## config.mk

```make
export PLATFORM = sky130hd
export DESIGN_NAME = refill_unit
export DESIGN_NICKNAME = d
export VERILOG_FILES = /design/src/verilog/icache_pkg.sv /design/src/verilog/fill_pkg.sv /design/src/verilog/refill_unit.sv
export VERILOG_INCLUDE_DIRS = /design/src /design/src/verilog
export SDC_FILE = /design/constraint.sdc
export NUM_CORES = 1
export LEC_CHECK = 0
export ABC_CLOCK_PERIOD_IN_PS = 5000
export BUFFER_PORTS_ARGS = -buffer_cell sky130_fd_sc_hd__buf_2
export CORE_AREA = 2 2 192 194
export DETAILED_ROUTE_END_ITERATION = 7
export DIE_AREA = 0 0 194 196
export SLEW_MARGIN = 20
export SYNTH_ARGS = -nofsm -noshare
export SYNTH_HDL_FRONTEND = slang
export SYNTH_SLANG_ARGS = --single-unit
export TNS_END_PERCENT = 20
```

## constraint.sdc

```tcl
create_clock -name clk_i -period 5 [get_ports clk_i]
set_input_delay 1 -clock clk_i [delete_from_list [all_inputs] [get_ports clk_i]]
set_output_delay 1 -clock clk_i [all_outputs]
set_load 0.05 [all_outputs]
```

## src/verilog/icache_consts.svh

```systemverilog
/*
 * Instruction cache constants: fetch port count, address and word widths,
 * line geometry (width, count, offsets, tag) and the number of fill credits
 */
`ifndef ICACHE_CONSTS_SVH
`define ICACHE_CONSTS_SVH

// Fetch side
`define ICACHE_NR_PORTS     2
`define ICACHE_FETCH_AW     32
`define ICACHE_FETCH_DW     32

// Line geometry of the direct-mapped store
`define ICACHE_LINE_WIDTH   128
`define ICACHE_LINE_COUNT   16
`define ICACHE_LINE_ALIGN   4
`define ICACHE_FETCH_ALIGN  2
`define ICACHE_COUNT_ALIGN  4
`define ICACHE_TAG_WIDTH    24

// Credits granted by the memory after reset, also the pending FIFO depth
`define ICACHE_FILL_CREDITS 2

`endif

```

## src/verilog/icache_pkg.sv

```systemverilog
/*
 * Cache-side types: address, word, line, index, tag and port mask vectors,
 * plus the lookup request and response structs used between the stages
 */
`include "icache_consts.svh"

package icache_pkg;

  typedef logic [`ICACHE_FETCH_AW-1:0]    addr_t;
  typedef logic [`ICACHE_FETCH_DW-1:0]    word_t;
  typedef logic [`ICACHE_LINE_WIDTH-1:0]  line_t;
  typedef logic [`ICACHE_COUNT_ALIGN-1:0] index_t;
  typedef logic [`ICACHE_TAG_WIDTH-1:0]   tag_t;
  // One bit per fetch port, exactly one set on a request
  typedef logic [`ICACHE_NR_PORTS-1:0]    port_id_t;

  typedef struct packed {
    addr_t    addr;
    port_id_t port_id;
    logic     bypass;
  } lookup_req_t;

  typedef struct packed {
    line_t    data;
    logic     error;
    port_id_t port_id;
  } lookup_rsp_t;

endpackage

```

## src/verilog/fill_pkg.sv

```systemverilog
/*
 * Fill interface types: line request address and line response with error
 */
`include "icache_consts.svh"

package fill_pkg;

  typedef logic [`ICACHE_FETCH_AW-1:0] fill_req_t;

  // Data is kept as a plain vector so the memory side needs no cache types
  typedef struct packed {
    logic [`ICACHE_LINE_WIDTH-1:0] data;
    logic                          error;
  } fill_rsp_t;

endpackage

```

## src/verilog/refill_unit.sv

```systemverilog
/*
 * Refill path: fill credit counter, FIFO of pending refills, response
 * routing back to the ports and line write-back into the store
 */
`timescale 1ns/100ps
`include "icache_consts.svh"

module refill_unit import icache_pkg::*, fill_pkg::*; (
  input  logic        clk_i,
  input  logic        reset_i,
  input  lookup_req_t miss_req_i,
  input  logic        miss_req_valid_i,
  output logic        miss_req_ready_o,
  output fill_req_t   fill_req_o,
  output logic        fill_req_valid_o,
  input  logic        fill_credit_i,
  input  fill_rsp_t   fill_rsp_i,
  input  logic        fill_rsp_valid_i,
  output lookup_rsp_t rsp_o,
  output logic        rsp_valid_o,
  output index_t      write_index_o,
  output tag_t        write_tag_o,
  output line_t       write_line_o,
  output logic        write_valid_o,
  output logic        refill_busy_o
);

  localparam int DEPTH = `ICACHE_FILL_CREDITS;
  localparam int PTR_W = (DEPTH > 1) ? $clog2(DEPTH) : 1;
  localparam int CNT_W = $clog2(DEPTH + 1);

  logic        [CNT_W-1:0] credit_q;
  logic        [CNT_W-1:0] count_q;
  logic        [PTR_W-1:0] wr_ptr_q;
  logic        [PTR_W-1:0] rd_ptr_q;
  lookup_req_t             pend_q [DEPTH];
  lookup_req_t             head;
  logic                    fifo_full;
  logic                    push;
  logic                    pop;

  assign fifo_full        = (count_q == CNT_W'(DEPTH));
  assign miss_req_ready_o = (credit_q != '0) && !fifo_full;
  assign push             = miss_req_valid_i && miss_req_ready_o;
  // Responses come back in request order and are always taken
  assign pop              = fill_rsp_valid_i;
  assign head             = pend_q[rd_ptr_q];

  assign fill_req_o       = miss_req_i.addr;
  assign fill_req_valid_o = push;

  assign rsp_o.data    = fill_rsp_i.data;
  assign rsp_o.error   = fill_rsp_i.error;
  assign rsp_o.port_id = head.port_id;
  assign rsp_valid_o   = fill_rsp_valid_i;

  // Bypass lines and lines with an error are handed out but never stored
  assign write_index_o = head.addr[`ICACHE_LINE_ALIGN +: `ICACHE_COUNT_ALIGN];
  assign write_tag_o   = head.addr[`ICACHE_FETCH_AW-1 -: `ICACHE_TAG_WIDTH];
  assign write_line_o  = fill_rsp_i.data;
  assign write_valid_o = fill_rsp_valid_i && !head.bypass && !fill_rsp_i.error;

  assign refill_busy_o = (count_q != '0);

  always_ff @(posedge clk_i) begin
    if (reset_i) begin
      credit_q <= '0;
      count_q  <= '0;
      wr_ptr_q <= '0;
      rd_ptr_q <= '0;
    end else begin
      credit_q <= credit_q + CNT_W'(fill_credit_i) - CNT_W'(push);
      count_q  <= count_q + CNT_W'(push) - CNT_W'(pop);
      if (push) begin
        wr_ptr_q <= (wr_ptr_q == PTR_W'(DEPTH - 1)) ? '0 : wr_ptr_q + 1'b1;
      end
      if (pop) begin
        rd_ptr_q <= (rd_ptr_q == PTR_W'(DEPTH - 1)) ? '0 : rd_ptr_q + 1'b1;
      end
    end
  end

  always_ff @(posedge clk_i) begin
    if (push) begin
      pend_q[wr_ptr_q] <= miss_req_i;
    end
  end

endmodule

```

## Word level (Yosys, flattened, before mapping)

Memories as Yosys holds them, arrays and structs flattened. A register that Yosys moved wholly into a read port is not among the register bits.
Index checks and enable logic that the tools add are counted.

| word-level totals | value |
|---|---|
| register bits | 6 |
| bits in writable memories | 70 |
| input port bits | 169 |
| output and inout bits | 324 |
| word-level logic and storage cells | 27 |
| memories | 1 |

Memory list:

| name | words | bits a word | rd ports | clocked after Yosys merged registers in | wr ports | line | source |
|---|---|---|---|---|---|---|---|
| pend_q | 2 | 35 | 1 | 1 | 1 | refill_unit.sv:36 | `lookup_req_t pend_q [DEPTH];` |

| cells by class | value |
|---|---|
| add/sub/neg operators | 6 |
| eq/ne operators | 1 |
| mux-type cells | 6 |
| reductions and logical operators | 9 |

Operator list:

| cell | count |
|---|---|
| $mux 1 | 6 |
| $add 2x1->2 | 2 |
| $logic_and 1x1->1 | 4 |
| $reduce_bool 2->1 | 2 |
| $sub 2x1->2 | 2 |
| $logic_not 1->1 | 3 |
| $add 1x1->1 const B | 2 |
| $eq 2x2->1 const B | 1 |

## Logic depth before layout (Yosys ltp)

| logic depth | value |
|---|---|
| depth after elaboration | 6 |
| depth in mapped cells | 7 |
| mapped depth without buffers | 6 |

## Least setup slack after synthesis

Ideal clock, no wire load.

| path | value |
|---|---|
| path type | input to register |
| from | in miss_req_valid_i |
| to | mem pend_q[0][0] (netlist name), enable pin |
| setup time | 0.423 ns |
| arrival time | 2.776 ns |
| required time | 4.577 ns |
| slack | 1.801 ns |
| stages on the path | 3 |
| path buffers | 1 |
| cell sequence | and3_4 -> buf_6 -> nor2b_1 |

| on the way | value |
|---|---|
| cells in the longest elaborated chain, start to end | 3 |

RTL lines:

| what | line | source |
|---|---|---|
| start: declaration | refill_unit.sv:12 | `input logic miss_req_valid_i,` |
| $logic_and 1x1->1 | refill_unit.sv:44 | `assign push = miss_req_valid_i && miss_req_ready_o;` |
| via fill_req_valid_o | refill_unit.sv:15 | `output logic fill_req_valid_o,` |
| $mux 1 | refill_unit.sv:84 | `if (push) begin` |
| $mux 1 (not written as such) | refill_unit.sv:85 | `pend_q[wr_ptr_q] <= miss_req_i;` |
| end: declaration | refill_unit.sv:36 |  |

The timed path passes the listed nets, and every way through them passes these cells.

==> key figures <==
Timing
  • Final Slew Violations: 0
  • RSZ-0062 raised after global routing: false
  • Slew @ Worst Pin: 0.996 ns
  • Period utilisation layout: 0.628
  • Final Hold Viols: 0
  • Final clock skew: 0.00637 ns
  • Final setup violation count: 0
  • Relative slew slack: 0.336
  • Crit path time final: 3.14 ns
  • Post-route setup TNS: 0 ns
  • Hold_ws: 0.525 ns
  • Post-route setup slack: 1.86 ns
  • Max Freq: 319 MHz

Worst setup path
  • Critical path's slowest cell: dfxtp_2
  • Worst Path Max Fanout: 31
  • CP required: 4.00 ns
  • Max stage delay on crit path: 0.93 ns
  • CP arrival: 2.14 ns
  • Crit Path Class: register to output pin
  • CP endpoint kind: output pin
  • Worst-path cell chain: mux2_2, nor3b_1, buf_2
  • Startpoint types: register

Yosys
  • Synthesized area: 4790 um2
  • Commonest cells in the netlist: 290 x buf_4, 62 x edfxtp_1, 32 x mux2_2, 7 x dfxtp_1, 5 x nor2b_1
  • Distinct cells, synth: 23
  • Predominant post-synthesis flop cell: edfxtp_1
  • EDFF count, synth: 62
  • Synth area leaders: buf_4 45%, edfxtp_1 39%, mux2_2 7.5%
  • FF+latch count, synth: 69
  • Top-area cell type share of the netlist area: 0.455
  • Ys async rst share: 0
  • Synth warn: 0
  • Post-Syn Nets: 599
  • Most common cell in the synthesized netlist: buf_4
  • Area leader, netlist: buf_4
  • Post-Syn Instances: 428
  • Syn_area_per_cell: 11.2 um2
  • Register area share after synthesis: 0.418

Clock tree
  • Worst skew pair latency: 0.35 ns
  • Cts bufs inserted: 9
  • CTS tree: yes
  • CTS Hold Buffers Added: 0
  • H-tree depth: 3
  • Clk slew on worst S/H paths: 0.06 ns
  • Clock root cell: clkbuf_16
  • Gates resized, CTS repair: 0
  • Post-CTS setup buffers: 0
  • Clock Path Buffers: 2
  • Clk sinks: 69

Cells and area
  • Fillers: 4098
  • Post-route cell area: 4020 um2
  • Footprint of the multi-input gates: 574 um2
  • Layout Nets: 416
  • Share of cells above drive strength 1: 0.624
  • P&R area growth vs syn: -16.2%
  • FF+latch area: 2000 um2
  • Diode count: 0

Die
  • I/O Pins: 493
  • # rows: 70
  • Die Wd: 194 um
  • Die extent in y: 196 um
  • DIE AREA: 38000 um2
  • Starting Density: 0.133
  • Core Box Area: 36100 um2

Place
  • Post-DP HPWL: 8000 um
  • Gpl congestion: 0.650
  • Placed cell areas: 3690 um2
  • Post-Place Worst Slack: 2.11 ns
  • IO buf count: 100

GRT
  • Largest net degree at the start of global routing: 32
  • Vias in the first global route: 1991
  • Total grt overflow: 0
  • First-pass GRT wire length: 14500 um
  • Total track usage: 0.0570
  • Antenna violations before repair: 0

Detailed routing
  • Drt first pass iters: 4
  • Highest Signal Layer: met4
  • Vias per inst: 2.62
  • Initial DRC count: 82
  • WL met1: 3340 um
  • DRC Markers: 0
  • WL/cell: 15.2 um
  • Met3 wire len: 2010 um
  • Vias: 1880
  • WL final: 10900 um
  • ANT nets after route: 0
  • Met2 WL: 4810 um

Worst hold path
  • Hold Path Class: register to register

Power
  • Total chip power: 2000 uW
  • P_leak: 0.00140 uW
  • Peak supply drop: 0.000289 V
  • PD cells: 499 nW/um2

Outcome
  • Outcome: complete, no violations

Run
  • Max Cap Violations: 0
==> cell type report <==
type,count,area share
timing repair buffer,101,0.127
clock inverter,7,0.0259
multi-input combinational,60,0.143
inverter,4,0.00374
clock buffer,9,0.0561
tap,468,0.146
sequential,69,0.499
==> flip-flops by register name, summed over array words and instances (netlist names), named ones only <==
register  cells
pend_q       62
credit_q      2
count_q       2
wr_ptr_q      1
rd_ptr_q      1
==> worst paths after layout <==
| path | from | slack [ns] | cells past startpoint | to |
|---|---|---|---|---|
| worst min register to register | rd_ptr_q$_SDFFE_PP0P_ | 0.53 | 2 | rd_ptr_q$_SDFFE_PP0P_ |
| worst max register to register | count_q[0]$_SDFF_PP0_ | 2.93 | 3 | pend_q[1][19]$_DFFE_PP_ |
| worst max-delay path | register | 1.86 | 3 | write_valid_o |
| worst min-delay path | rd_ptr_q$_SDFFE_PP0P_ | 0.53 | 2 | rd_ptr_q$_SDFFE_PP0P_ |
==> stage by stage <==
step	utilization	instances
finish	0.111	718
global route	0.111	718
CTS	0.111	718
detailed placement	0.102	702
global placement	0.102	702
floorplan	-	428
==> worst max-delay path, delay by kind of cell, from the launching register on <==
| kind | cells | cell delay (ns) |
|---|---|---|
| buffers and inverters | 1 | 0.29 |
| muxes | 1 | 0.41 |
| and+or+nand+nor | 1 | 0.15 |
| DFF | 1 | 0.93 |
==> routing by layer <==
metal  vias to the layer above  global-route usage
li1                        743                   -
met1                       792              0.0470
met2                       269              0.0813
met3                        76              0.0476
met4                         0              0.0595
met5                         -                   0
==> report_power, final <==
part / total [uW] / internal (uW) / switching, uW
clock network: 717 / 444 / 274
registers: 754 / 720 / 33.8
logic: 532 / 148 / 384
total: 2000 / 1310 / 692
==> placed cells by master, fill, tap and decap left out <==
cell type and instances:
and2_2 1, ha_1 2, dfxtp_1 6, mux2_4 1, and3_4 1, inv_6 3, inv_1 4, nor2b_1 4
nand4_1 1, clkbuf_16 9, edfxtp_1 62, nor2b_4 1, nor2_1 4, dfxtp_2 1, xor2_1 1, o21a_1 1
xnor2_1 2, bufinv_16 2, mux2_2 32, a31oi_1 3, nand2b_1 1, or2_2 1, buf_4 1, or2_4 1
nor3b_1 2, clkinv_4 2, buf_2 100, and2_1 1
==> cells by family after synthesis <==
| family | after synthesis | share of synthesized area |
|---|---|---|
| simple gates | 18 | 0.0235 |
| compound gates | 4 | 0.00549 |
| flops | 69 | 0.418 |
| fa+ha+maj | 2 | 0.00522 |
| mux | 33 | 0.0784 |
| xor+xnor | 3 | 0.00549 |
| buf+inv | 299 | 0.464 |
No activity file was read; power rests on OpenSTA's default activity.
