## config.mk

```make
export PLATFORM = sky130hd
export DESIGN_NAME = line_lookup
export DESIGN_NICKNAME = d
export VERILOG_FILES = /design/src/verilog/icache_pkg.sv /design/src/verilog/line_lookup.sv
export VERILOG_INCLUDE_DIRS = /design/src /design/src/verilog
export SDC_FILE = /design/constraint.sdc
export NUM_CORES = 2
export LEC_CHECK = 0
export BUFFER_PORTS_ARGS = -buffer_cell sky130_fd_sc_hd__buf_4
export CAP_MARGIN = 20
export CORE_UTILIZATION = 53
export CTS_BUF_LIST = sky130_fd_sc_hd__clkbuf_2
export DETAILED_ROUTE_END_ITERATION = 7
export GPL_ROUTABILITY_DRIVEN = 0
export GPL_TIMING_DRIVEN = 1
export PLACE_DENSITY = 0.78
export SLEW_MARGIN = 5
export SYNTH_ARGS = -nofsm -noshare
export SYNTH_HDL_FRONTEND = slang
export SYNTH_SLANG_ARGS = --single-unit
```

## constraint.sdc

```tcl
create_clock -name clk_i -period 27.6 [get_ports clk_i]
set_input_delay 2.76 -clock clk_i [delete_from_list [all_inputs] [get_ports clk_i]]
set_output_delay 2.76 -clock clk_i [all_outputs]
set_load 0.02 [all_outputs]
```

## src/verilog/icache_consts.svh

```systemverilog
/*
 * Instruction cache constants: fetch port count, address and word widths,
 * line geometry (width, count, offsets, tag) and the number of fill credits
 */
`ifndef ICACHE_CONSTS_SVH
`define ICACHE_CONSTS_SVH

// Fetch side
`define ICACHE_NR_PORTS     2
`define ICACHE_FETCH_AW     32
`define ICACHE_FETCH_DW     32

// Line geometry of the direct-mapped store
`define ICACHE_LINE_WIDTH   128
`define ICACHE_LINE_COUNT   16
`define ICACHE_LINE_ALIGN   4
`define ICACHE_FETCH_ALIGN  2
`define ICACHE_COUNT_ALIGN  4
`define ICACHE_TAG_WIDTH    24

// Credits granted by the memory after reset, also the pending FIFO depth
`define ICACHE_FILL_CREDITS 2

`endif

```

## src/verilog/icache_pkg.sv

```systemverilog
/*
 * Cache-side types: address, word, line, index, tag and port mask vectors,
 * plus the lookup request and response structs used between the stages
 */
`include "icache_consts.svh"

package icache_pkg;

  typedef logic [`ICACHE_FETCH_AW-1:0]    addr_t;
  typedef logic [`ICACHE_FETCH_DW-1:0]    word_t;
  typedef logic [`ICACHE_LINE_WIDTH-1:0]  line_t;
  typedef logic [`ICACHE_COUNT_ALIGN-1:0] index_t;
  typedef logic [`ICACHE_TAG_WIDTH-1:0]   tag_t;
  // One bit per fetch port, exactly one set on a request
  typedef logic [`ICACHE_NR_PORTS-1:0]    port_id_t;

  typedef struct packed {
    addr_t    addr;
    port_id_t port_id;
    logic     bypass;
  } lookup_req_t;

  typedef struct packed {
    line_t    data;
    logic     error;
    port_id_t port_id;
  } lookup_rsp_t;

endpackage

```

## src/verilog/line_lookup.sv

```systemverilog
/*
 * Direct-mapped line store: valid bits, tag and data arrays, a one-entry
 * lookup stage that splits hits from misses, line write-back and flush
 */
`timescale 1ns/100ps
`include "icache_consts.svh"

module line_lookup import icache_pkg::*; (
  input  logic        clk_i,
  input  logic        reset_i,
  input  lookup_req_t req_i,
  input  logic        req_valid_i,
  output logic        req_ready_o,
  input  logic        flush_valid_i,
  output logic        flush_ready_o,
  input  logic        refill_busy_i,
  input  logic        refill_rsp_valid_i,
  input  index_t      write_index_i,
  input  tag_t        write_tag_i,
  input  line_t       write_line_i,
  input  logic        write_valid_i,
  output lookup_req_t miss_req_o,
  output logic        miss_req_valid_o,
  input  logic        miss_req_ready_i,
  output lookup_rsp_t rsp_o,
  output logic        rsp_valid_o
);

  localparam int LINE_COUNT = `ICACHE_LINE_COUNT;

  logic [LINE_COUNT-1:0] valid_q;
  tag_t                  tag_array  [LINE_COUNT];
  line_t                 data_array [LINE_COUNT];

  lookup_req_t stage_req_q;
  line_t       stage_line_q;
  logic        stage_valid_q;
  logic        stage_hit_q;

  index_t req_index;
  tag_t   req_tag;
  logic   req_hit;
  logic   req_fire;
  logic   rsp_fire;
  logic   miss_fire;
  logic   stage_free;

  assign req_index = req_i.addr[`ICACHE_LINE_ALIGN +: `ICACHE_COUNT_ALIGN];
  assign req_tag   = req_i.addr[`ICACHE_FETCH_AW-1 -: `ICACHE_TAG_WIDTH];
  // Uncacheable fetches always go to the refill path
  assign req_hit   = valid_q[req_index] && (tag_array[req_index] == req_tag) && !req_i.bypass;

  // A refill return owns the response bus, so a hit waits in the stage
  assign rsp_fire   = stage_valid_q && stage_hit_q && !refill_rsp_valid_i;
  assign miss_fire  = miss_req_valid_o && miss_req_ready_i;
  assign stage_free = !stage_valid_q || rsp_fire || miss_fire;

  assign req_ready_o   = stage_free && !flush_valid_i;
  assign req_fire      = req_valid_i && req_ready_o;
  assign flush_ready_o = flush_valid_i && !stage_valid_q && !refill_busy_i;

  assign miss_req_o       = stage_req_q;
  assign miss_req_valid_o = stage_valid_q && !stage_hit_q;

  assign rsp_o.data    = stage_line_q;
  assign rsp_o.error   = 1'b0;
  assign rsp_o.port_id = stage_req_q.port_id;
  assign rsp_valid_o   = rsp_fire;

  always_ff @(posedge clk_i) begin
    if (reset_i) begin
      stage_valid_q <= 1'b0;
    end else if (req_fire) begin
      stage_valid_q <= 1'b1;
    end else if (rsp_fire || miss_fire) begin
      stage_valid_q <= 1'b0;
    end
  end

  always_ff @(posedge clk_i) begin
    if (req_fire) begin
      stage_req_q  <= req_i;
      stage_hit_q  <= req_hit;
      stage_line_q <= data_array[req_index];
    end
  end

  // Flush only completes with no refill pending, so it never meets a write
  always_ff @(posedge clk_i) begin
    if (reset_i) begin
      valid_q <= '0;
    end else if (flush_ready_o) begin
      valid_q <= '0;
    end else if (write_valid_i) begin
      valid_q[write_index_i] <= 1'b1;
    end
  end

  always_ff @(posedge clk_i) begin
    if (write_valid_i) begin
      tag_array[write_index_i]  <= write_tag_i;
      data_array[write_index_i] <= write_line_i;
    end
  end

endmodule

```

**Word level (Yosys, flattened, before mapping)**

Memory sizes are Yosys's and may differ from the RTL's. A register that Yosys moved wholly into a read port is not among the register bits.
Cells that the tools add are included.

- Memories kept: 2
- Bits in writable memories: 2432
- Register bits: 53
- Word-level logic and storage cells: 43

- Equality and inequality tests: 1
- Bitwise logic cells: 1
- Multiplexer cells: 8
- $lt $le $gt $ge: 3
- Reduce and logical (&&, ||, !) cells: 22

Memories:

| name | words | width | read ports | clocked after memory_dff | wr ports | line | text |
|---|---|---|---|---|---|---|---|
| data_array | 16 | 128 | 1 | 1 | 1 | line_lookup.sv:33 | `line_t data_array [LINE_COUNT];` |
| tag_array | 16 | 24 | 1 | 0 | 1 | line_lookup.sv:32 | `tag_t tag_array [LINE_COUNT];` |

Operator list:

| operator | number |
|---|---|
| 24-bit equality test | 1 |
| 16-bit OR | 1 |
| 1-bit logical AND | 11 |
| 4-bit by 5-bit less-than comparator with 1-bit output (second input constant) | 2 |
| 1-bit logical NOT | 6 |
| 1-bit two-way mux | 6 |
| 1-bit binary-select mux with 4-bit select | 1 |
| 1-bit demux with 4-bit select | 1 |
| 4-bit by 1-bit greater-or-equal comparator with 1-bit output (second input constant) | 1 |
| 1-bit logical OR | 3 |
| 2-bit nonzero test | 1 |
| 2-bit OR reduction | 1 |

**Depth between registers and ports, before layout**

- Depth in word-level cells: 7
- Gate-level depth with buffers: 12
- Mapped depth without buffers: 7

**Worst setup path after synthesis**

No wires, ideal clock.

- Kind: input to register
- Start point: in write_index_i[1]
- End point: mem data_array[0][0] (netlist bit), enable pin
- Cell stages on the path: 2
- Library setup time: 854 ps
- Arrival time: 13573 ps
- Path buffers: 0
- Setup slack: 13173 ps
- Path through: or3b_2 > nor3_1

RTL lines:

| item | line | text |
|---|---|---|
| start, declared | line_lookup.sv:18 | `input index_t write_index_i,` |
| end, declared | line_lookup.sv:33 |  |

No word-level cell before the write port.

**Worst setup path in the final report**

- Start point: in refill_rsp_valid_i
- End point: out req_ready_o

- Longest elaborated chain between the ends: 5

RTL lines:

| item | line | text |
|---|---|---|
| start, declared | line_lookup.sv:17 | `input logic refill_rsp_valid_i,` |
| 1-bit logical NOT | line_lookup.sv:54 | `assign rsp_fire = stage_valid_q && stage_hit_q && !refill_rsp_valid_i;` |
| 1-bit logical AND | line_lookup.sv:54 |  |
| 1-bit logical OR (2 in series) | line_lookup.sv:56 | `assign stage_free = !stage_valid_q \|\| rsp_fire \|\| miss_fire;` |
| 1-bit logical AND | line_lookup.sv:58 | `assign req_ready_o = stage_free && !flush_valid_i;` |
| end, declared | line_lookup.sv:13 | `output logic req_ready_o,` |

No other way between the ends.

==> results.sh <==
export IMPL_outcome="complete, no violations"
export IMPL_max_slew_margin=0.1509
export IMPL_ant_nets=0
export IMPL_drv_slew=0
export IMPL_core_mm2=0.1815
export IMPL_p_per_area_mw_per_mm2=67.20
export IMPL_muxShareOfSynthArea=0.1738
export IMPL_final_nets=4864
export IMPL_synth_edff_count=2596
export IMPL_cts_hold_buf=0
export IMPL_first_global_vias=47460
export IMPL_die_area_mm2=0.1853
export IMPL_synth_xor_area_share=0.002611
export IMPL_async_reset_ff_frac=0
export IMPL_row_count=156
export IMPL_hold_path_class="reg -> reg"
export IMPL_cp_required_ns=24.84
export IMPL_root_buffer="clkbuf_2"
export IMPL_grt_overflow_total=0
export IMPL_cp_slowest_cell="a31oi_1"
export IMPL_path_class="in -> out"
export IMPL_viasPerCell=6.041
export IMPL_synth_simple_area_share=0.004167
export IMPL_fp_dieH_um=430.5
export IMPL_critical_path_startpoint="refill_rsp_valid_i"
export IMPL_max_freq_ghz=0.1612
export IMPL_p_leak_nw=35.35
export IMPL_cts_sinks=2613
export IMPL_setup_viol=0
export IMPL_start_util=0.5360
export IMPL_numCtsBuffers=635
export IMPL_cp_end_kind="primary output"
export IMPL_netSwitchingFraction=0.2328
export IMPL_hold_violations=0
export IMPL_drc=0
export IMPL_whs_path_depth=1
export IMPL_dp_hpwl_um=107500
export IMPL_path_clk_slew_ns=0.09
export IMPL_cts_max_path_buffers=4
export IMPL_post_drt_wl_per_cell_um=28.83
export IMPL_cts_setup_buffers=0
export IMPL_fin_crit_sh=0.2247
export IMPL_netlist_area_mm2=0.09729
export IMPL_cp_start_kind="input pin"
export IMPL_cp_depth=4
export IMPL_synthCells=3752
export IMPL_cp_common_cell="buf_4"
export IMPL_io_pins=369
export IMPL_ys_types=45
export IMPL_io_buffers=367
export IMPL_finClkSkew_ns=0.1342
export IMPL_power_frac_seq=0.615
export IMPL_cts_max_level=6
export IMPL_yosys_most_used_dff="edfxtp_1"
export IMPL_vias=44990
export IMPL_rsz0062_at_grt="no"
export IMPL_reg2reg_from="tag_array[4][19]"
export IMPL_fill_cells=12480
export IMPL_worstRegToRegCells=7
export IMPL_area_growth_pct=11.46
export IMPL_crit_family="buffers and inverters"
export IMPL_crit_path_max_fanout=3
export IMPL_cts_tree="built"
export IMPL_routed_wl_um=214700
export IMPL_p_int_mw=5.590
export IMPL_synth_top_family_by_area="multiplexers"
export IMPL_hold_start="valid_q[1]"
export IMPL_synth_compound_area_frac=0.005594
export IMPL_syn_area_per_cell_um2=25.93
export IMPL_hold_ws_ns=0.4661
export IMPL_worstSkewPairLatency_ns=1.89
export IMPL_grt_use_total=0.2344
export IMPL_drive_gt1_frac=0.4198
export IMPL_p_switching_mw=1.697
export IMPL_syn_nets=3951
export IMPL_clock_power_share=0.330
export IMPL_synth_adder_area_share=0
export IMPL_cap_violations=0
export IMPL_post_cts_resized=0
export IMPL_peakVddDrop_v=0.00003884
export IMPL_die_w_um=430.5
export IMPL_synth_seq_area_share=0.8047
export IMPL_fin_tns_setup_ns=0
export IMPL_finalCriticalPeriod_ns=6.202
export IMPL_dr_pass1_iters=5
export IMPL_grt_pass1_wl_um=311800
export IMPL_ys_ff_latch=2613
export IMPL_crit_buf_inv=2
export IMPL_max_stage_delay_ns=0.23
export IMPL_grt_antenna_before_repair=28
export IMPL_grt_max_degree=141
export IMPL_critPathArrivalTime_ns=3.44
export IMPL_drt_initial_drc_count=4541
export IMPL_comb_power_share=0.056
export IMPL_cp_cell_sequence="buf_4, nand2b_1, a31oi_1, buf_4"
export IMPL_tightest_slew_ns=1.274
export IMPL_yosysWarnings=0
## synthesized netlist by cell type (2+ instances only)
master,count,share of area
o21a_1,16,0.0012
buf_1,13,0.00050
nor3_1,4,0.00021
nand4_1,3,0.00019
buf_12,2,0.00041
mux4_2,720,0.17
nand3_1,3,0.00015
nor2b_1,19,0.0012
o21ai_0,4,0.00021
and2_1,2,0.00013
dfxtp_1,17,0.0035
nand3b_1,2,0.00015
xor2_1,10,0.00090
o22ai_1,4,0.00026
buf_4,11,0.00085
nor2_1,21,0.00081
mux2i_1,30,0.0031
buf_2,73,0.0038
clkbuf_1,82,0.0032
inv_1,5,0.00019
edfxtp_1,2596,0.80
a31oi_1,4,0.00026
a211oi_1,21,0.0016
a21oi_1,21,0.0011
xnor2_1,19,0.0017
mux4_1,15,0.0041
nand2b_1,8,0.00051
a21o_1,2,0.00015
nand2_1,9,0.00035
## cell families after synthesis
family / count (synthesis)
other: 1
and+or+nand+nor: 76
buffers and inverters: 188
AOI/OAI and AO/OA: 80
xor gates and xnor gates: 29
muxes: 765
DFF: 2613
## stage by stage
stage,area [um^2],instances,power (mW),utilization,setup slack [ns]
final,108400,7448,7.287,0.5974,21.40
after global routing,108400,7445,7.587,0.5974,21.35
after CTS,108400,7432,7.367,0.5969,21.41
after detailed placement,103000,6396,4.982,0.5676,19.90
after global placement,103000,6396,4.966,0.5676,19.92
after floorplan,97290,3752,4.819,-,13.17
## routing by layer
metal  GRT usage  vias to the layer above  wire (um)
met1      0.3026                    23870      80780
met2      0.3922                     2111     110900
li1            -                    18620          -
met4     0.08430                       28       5695
met5           0                        -        180
met3     0.05487                      370      17140
## power groups by stage
stage	Sequential, mW	Clock, mW	Combinational [mW]
after detailed placement	4.57	0	0.413
after global routing	4.49	2.67	0.433
final	4.48	2.40	0.407
after global placement	4.56	0	0.402
after floorplan	4.59	0	0.228
after CTS	4.48	2.48	0.413
## cells in the final DEF, fill, tap and decap left out, drive strengths merged, types with 3 or more instances in the layout
cell type,n
diode,14
nor2b,19
inv,15
nand2,9
nand4,3
mux4,735
xnor2,19
a21oi,21
edfxtp,2596
xor2,10
dfxtp,17
nand3,3
clkbuf,887
o21ai,4
a211oi,21
clkinv,126
nor3,4
o22ai,4
o21a,16
bufinv,11
nor2,21
a31oi,4
buf,459
nand2b,8
mux2i,30
## path summary, 6_finish.rpt
| check | to | slack, ns |
|---|---|---|
| setup reg to reg | stage_hit_q | 24.46 |
| hold / removal | valid_q[1] | 0.47 |
| setup / recovery | req_ready_o | 21.40 |
| hold reg to reg | valid_q[1] | 0.47 |
## worst reg2reg max path, stage by stage (launching register included)
cell      delay (ns)
edfxtp_1        0.38
mux4_1          0.51
mux4_2          0.51
xor2_1          0.18
or4_1           0.59
a211oi_1        0.40
nand4_1         0.20
nor4_2          0.17
## registers in the layout, summed over array words and instances (netlist names)
name	count
data_array	2048
tag_array	384
stage_line_q	128
miss_req_o	35
valid_q	16
stage_hit_q	1
stage_valid_q	1
## area by class of cell
cell class | instances | area (um^2) | area share
Sequential cell | 2613 | 78300 | 0.7220
Inverter | 5 | 26.28 | 0.0002423
Tap cell | 2370 | 2965 | 0.02734
Timing Repair Buffer | 459 | 3571 | 0.03293
Clock buffer | 887 | 4439 | 0.04094
Multi-Input combinational cell | 951 | 18230 | 0.1681
Antenna cell | 14 | 35.03 | 0.0003231
Clock inverter | 149 | 879.6 | 0.008111
No activity file was read; power rests on OpenSTA's default activity.
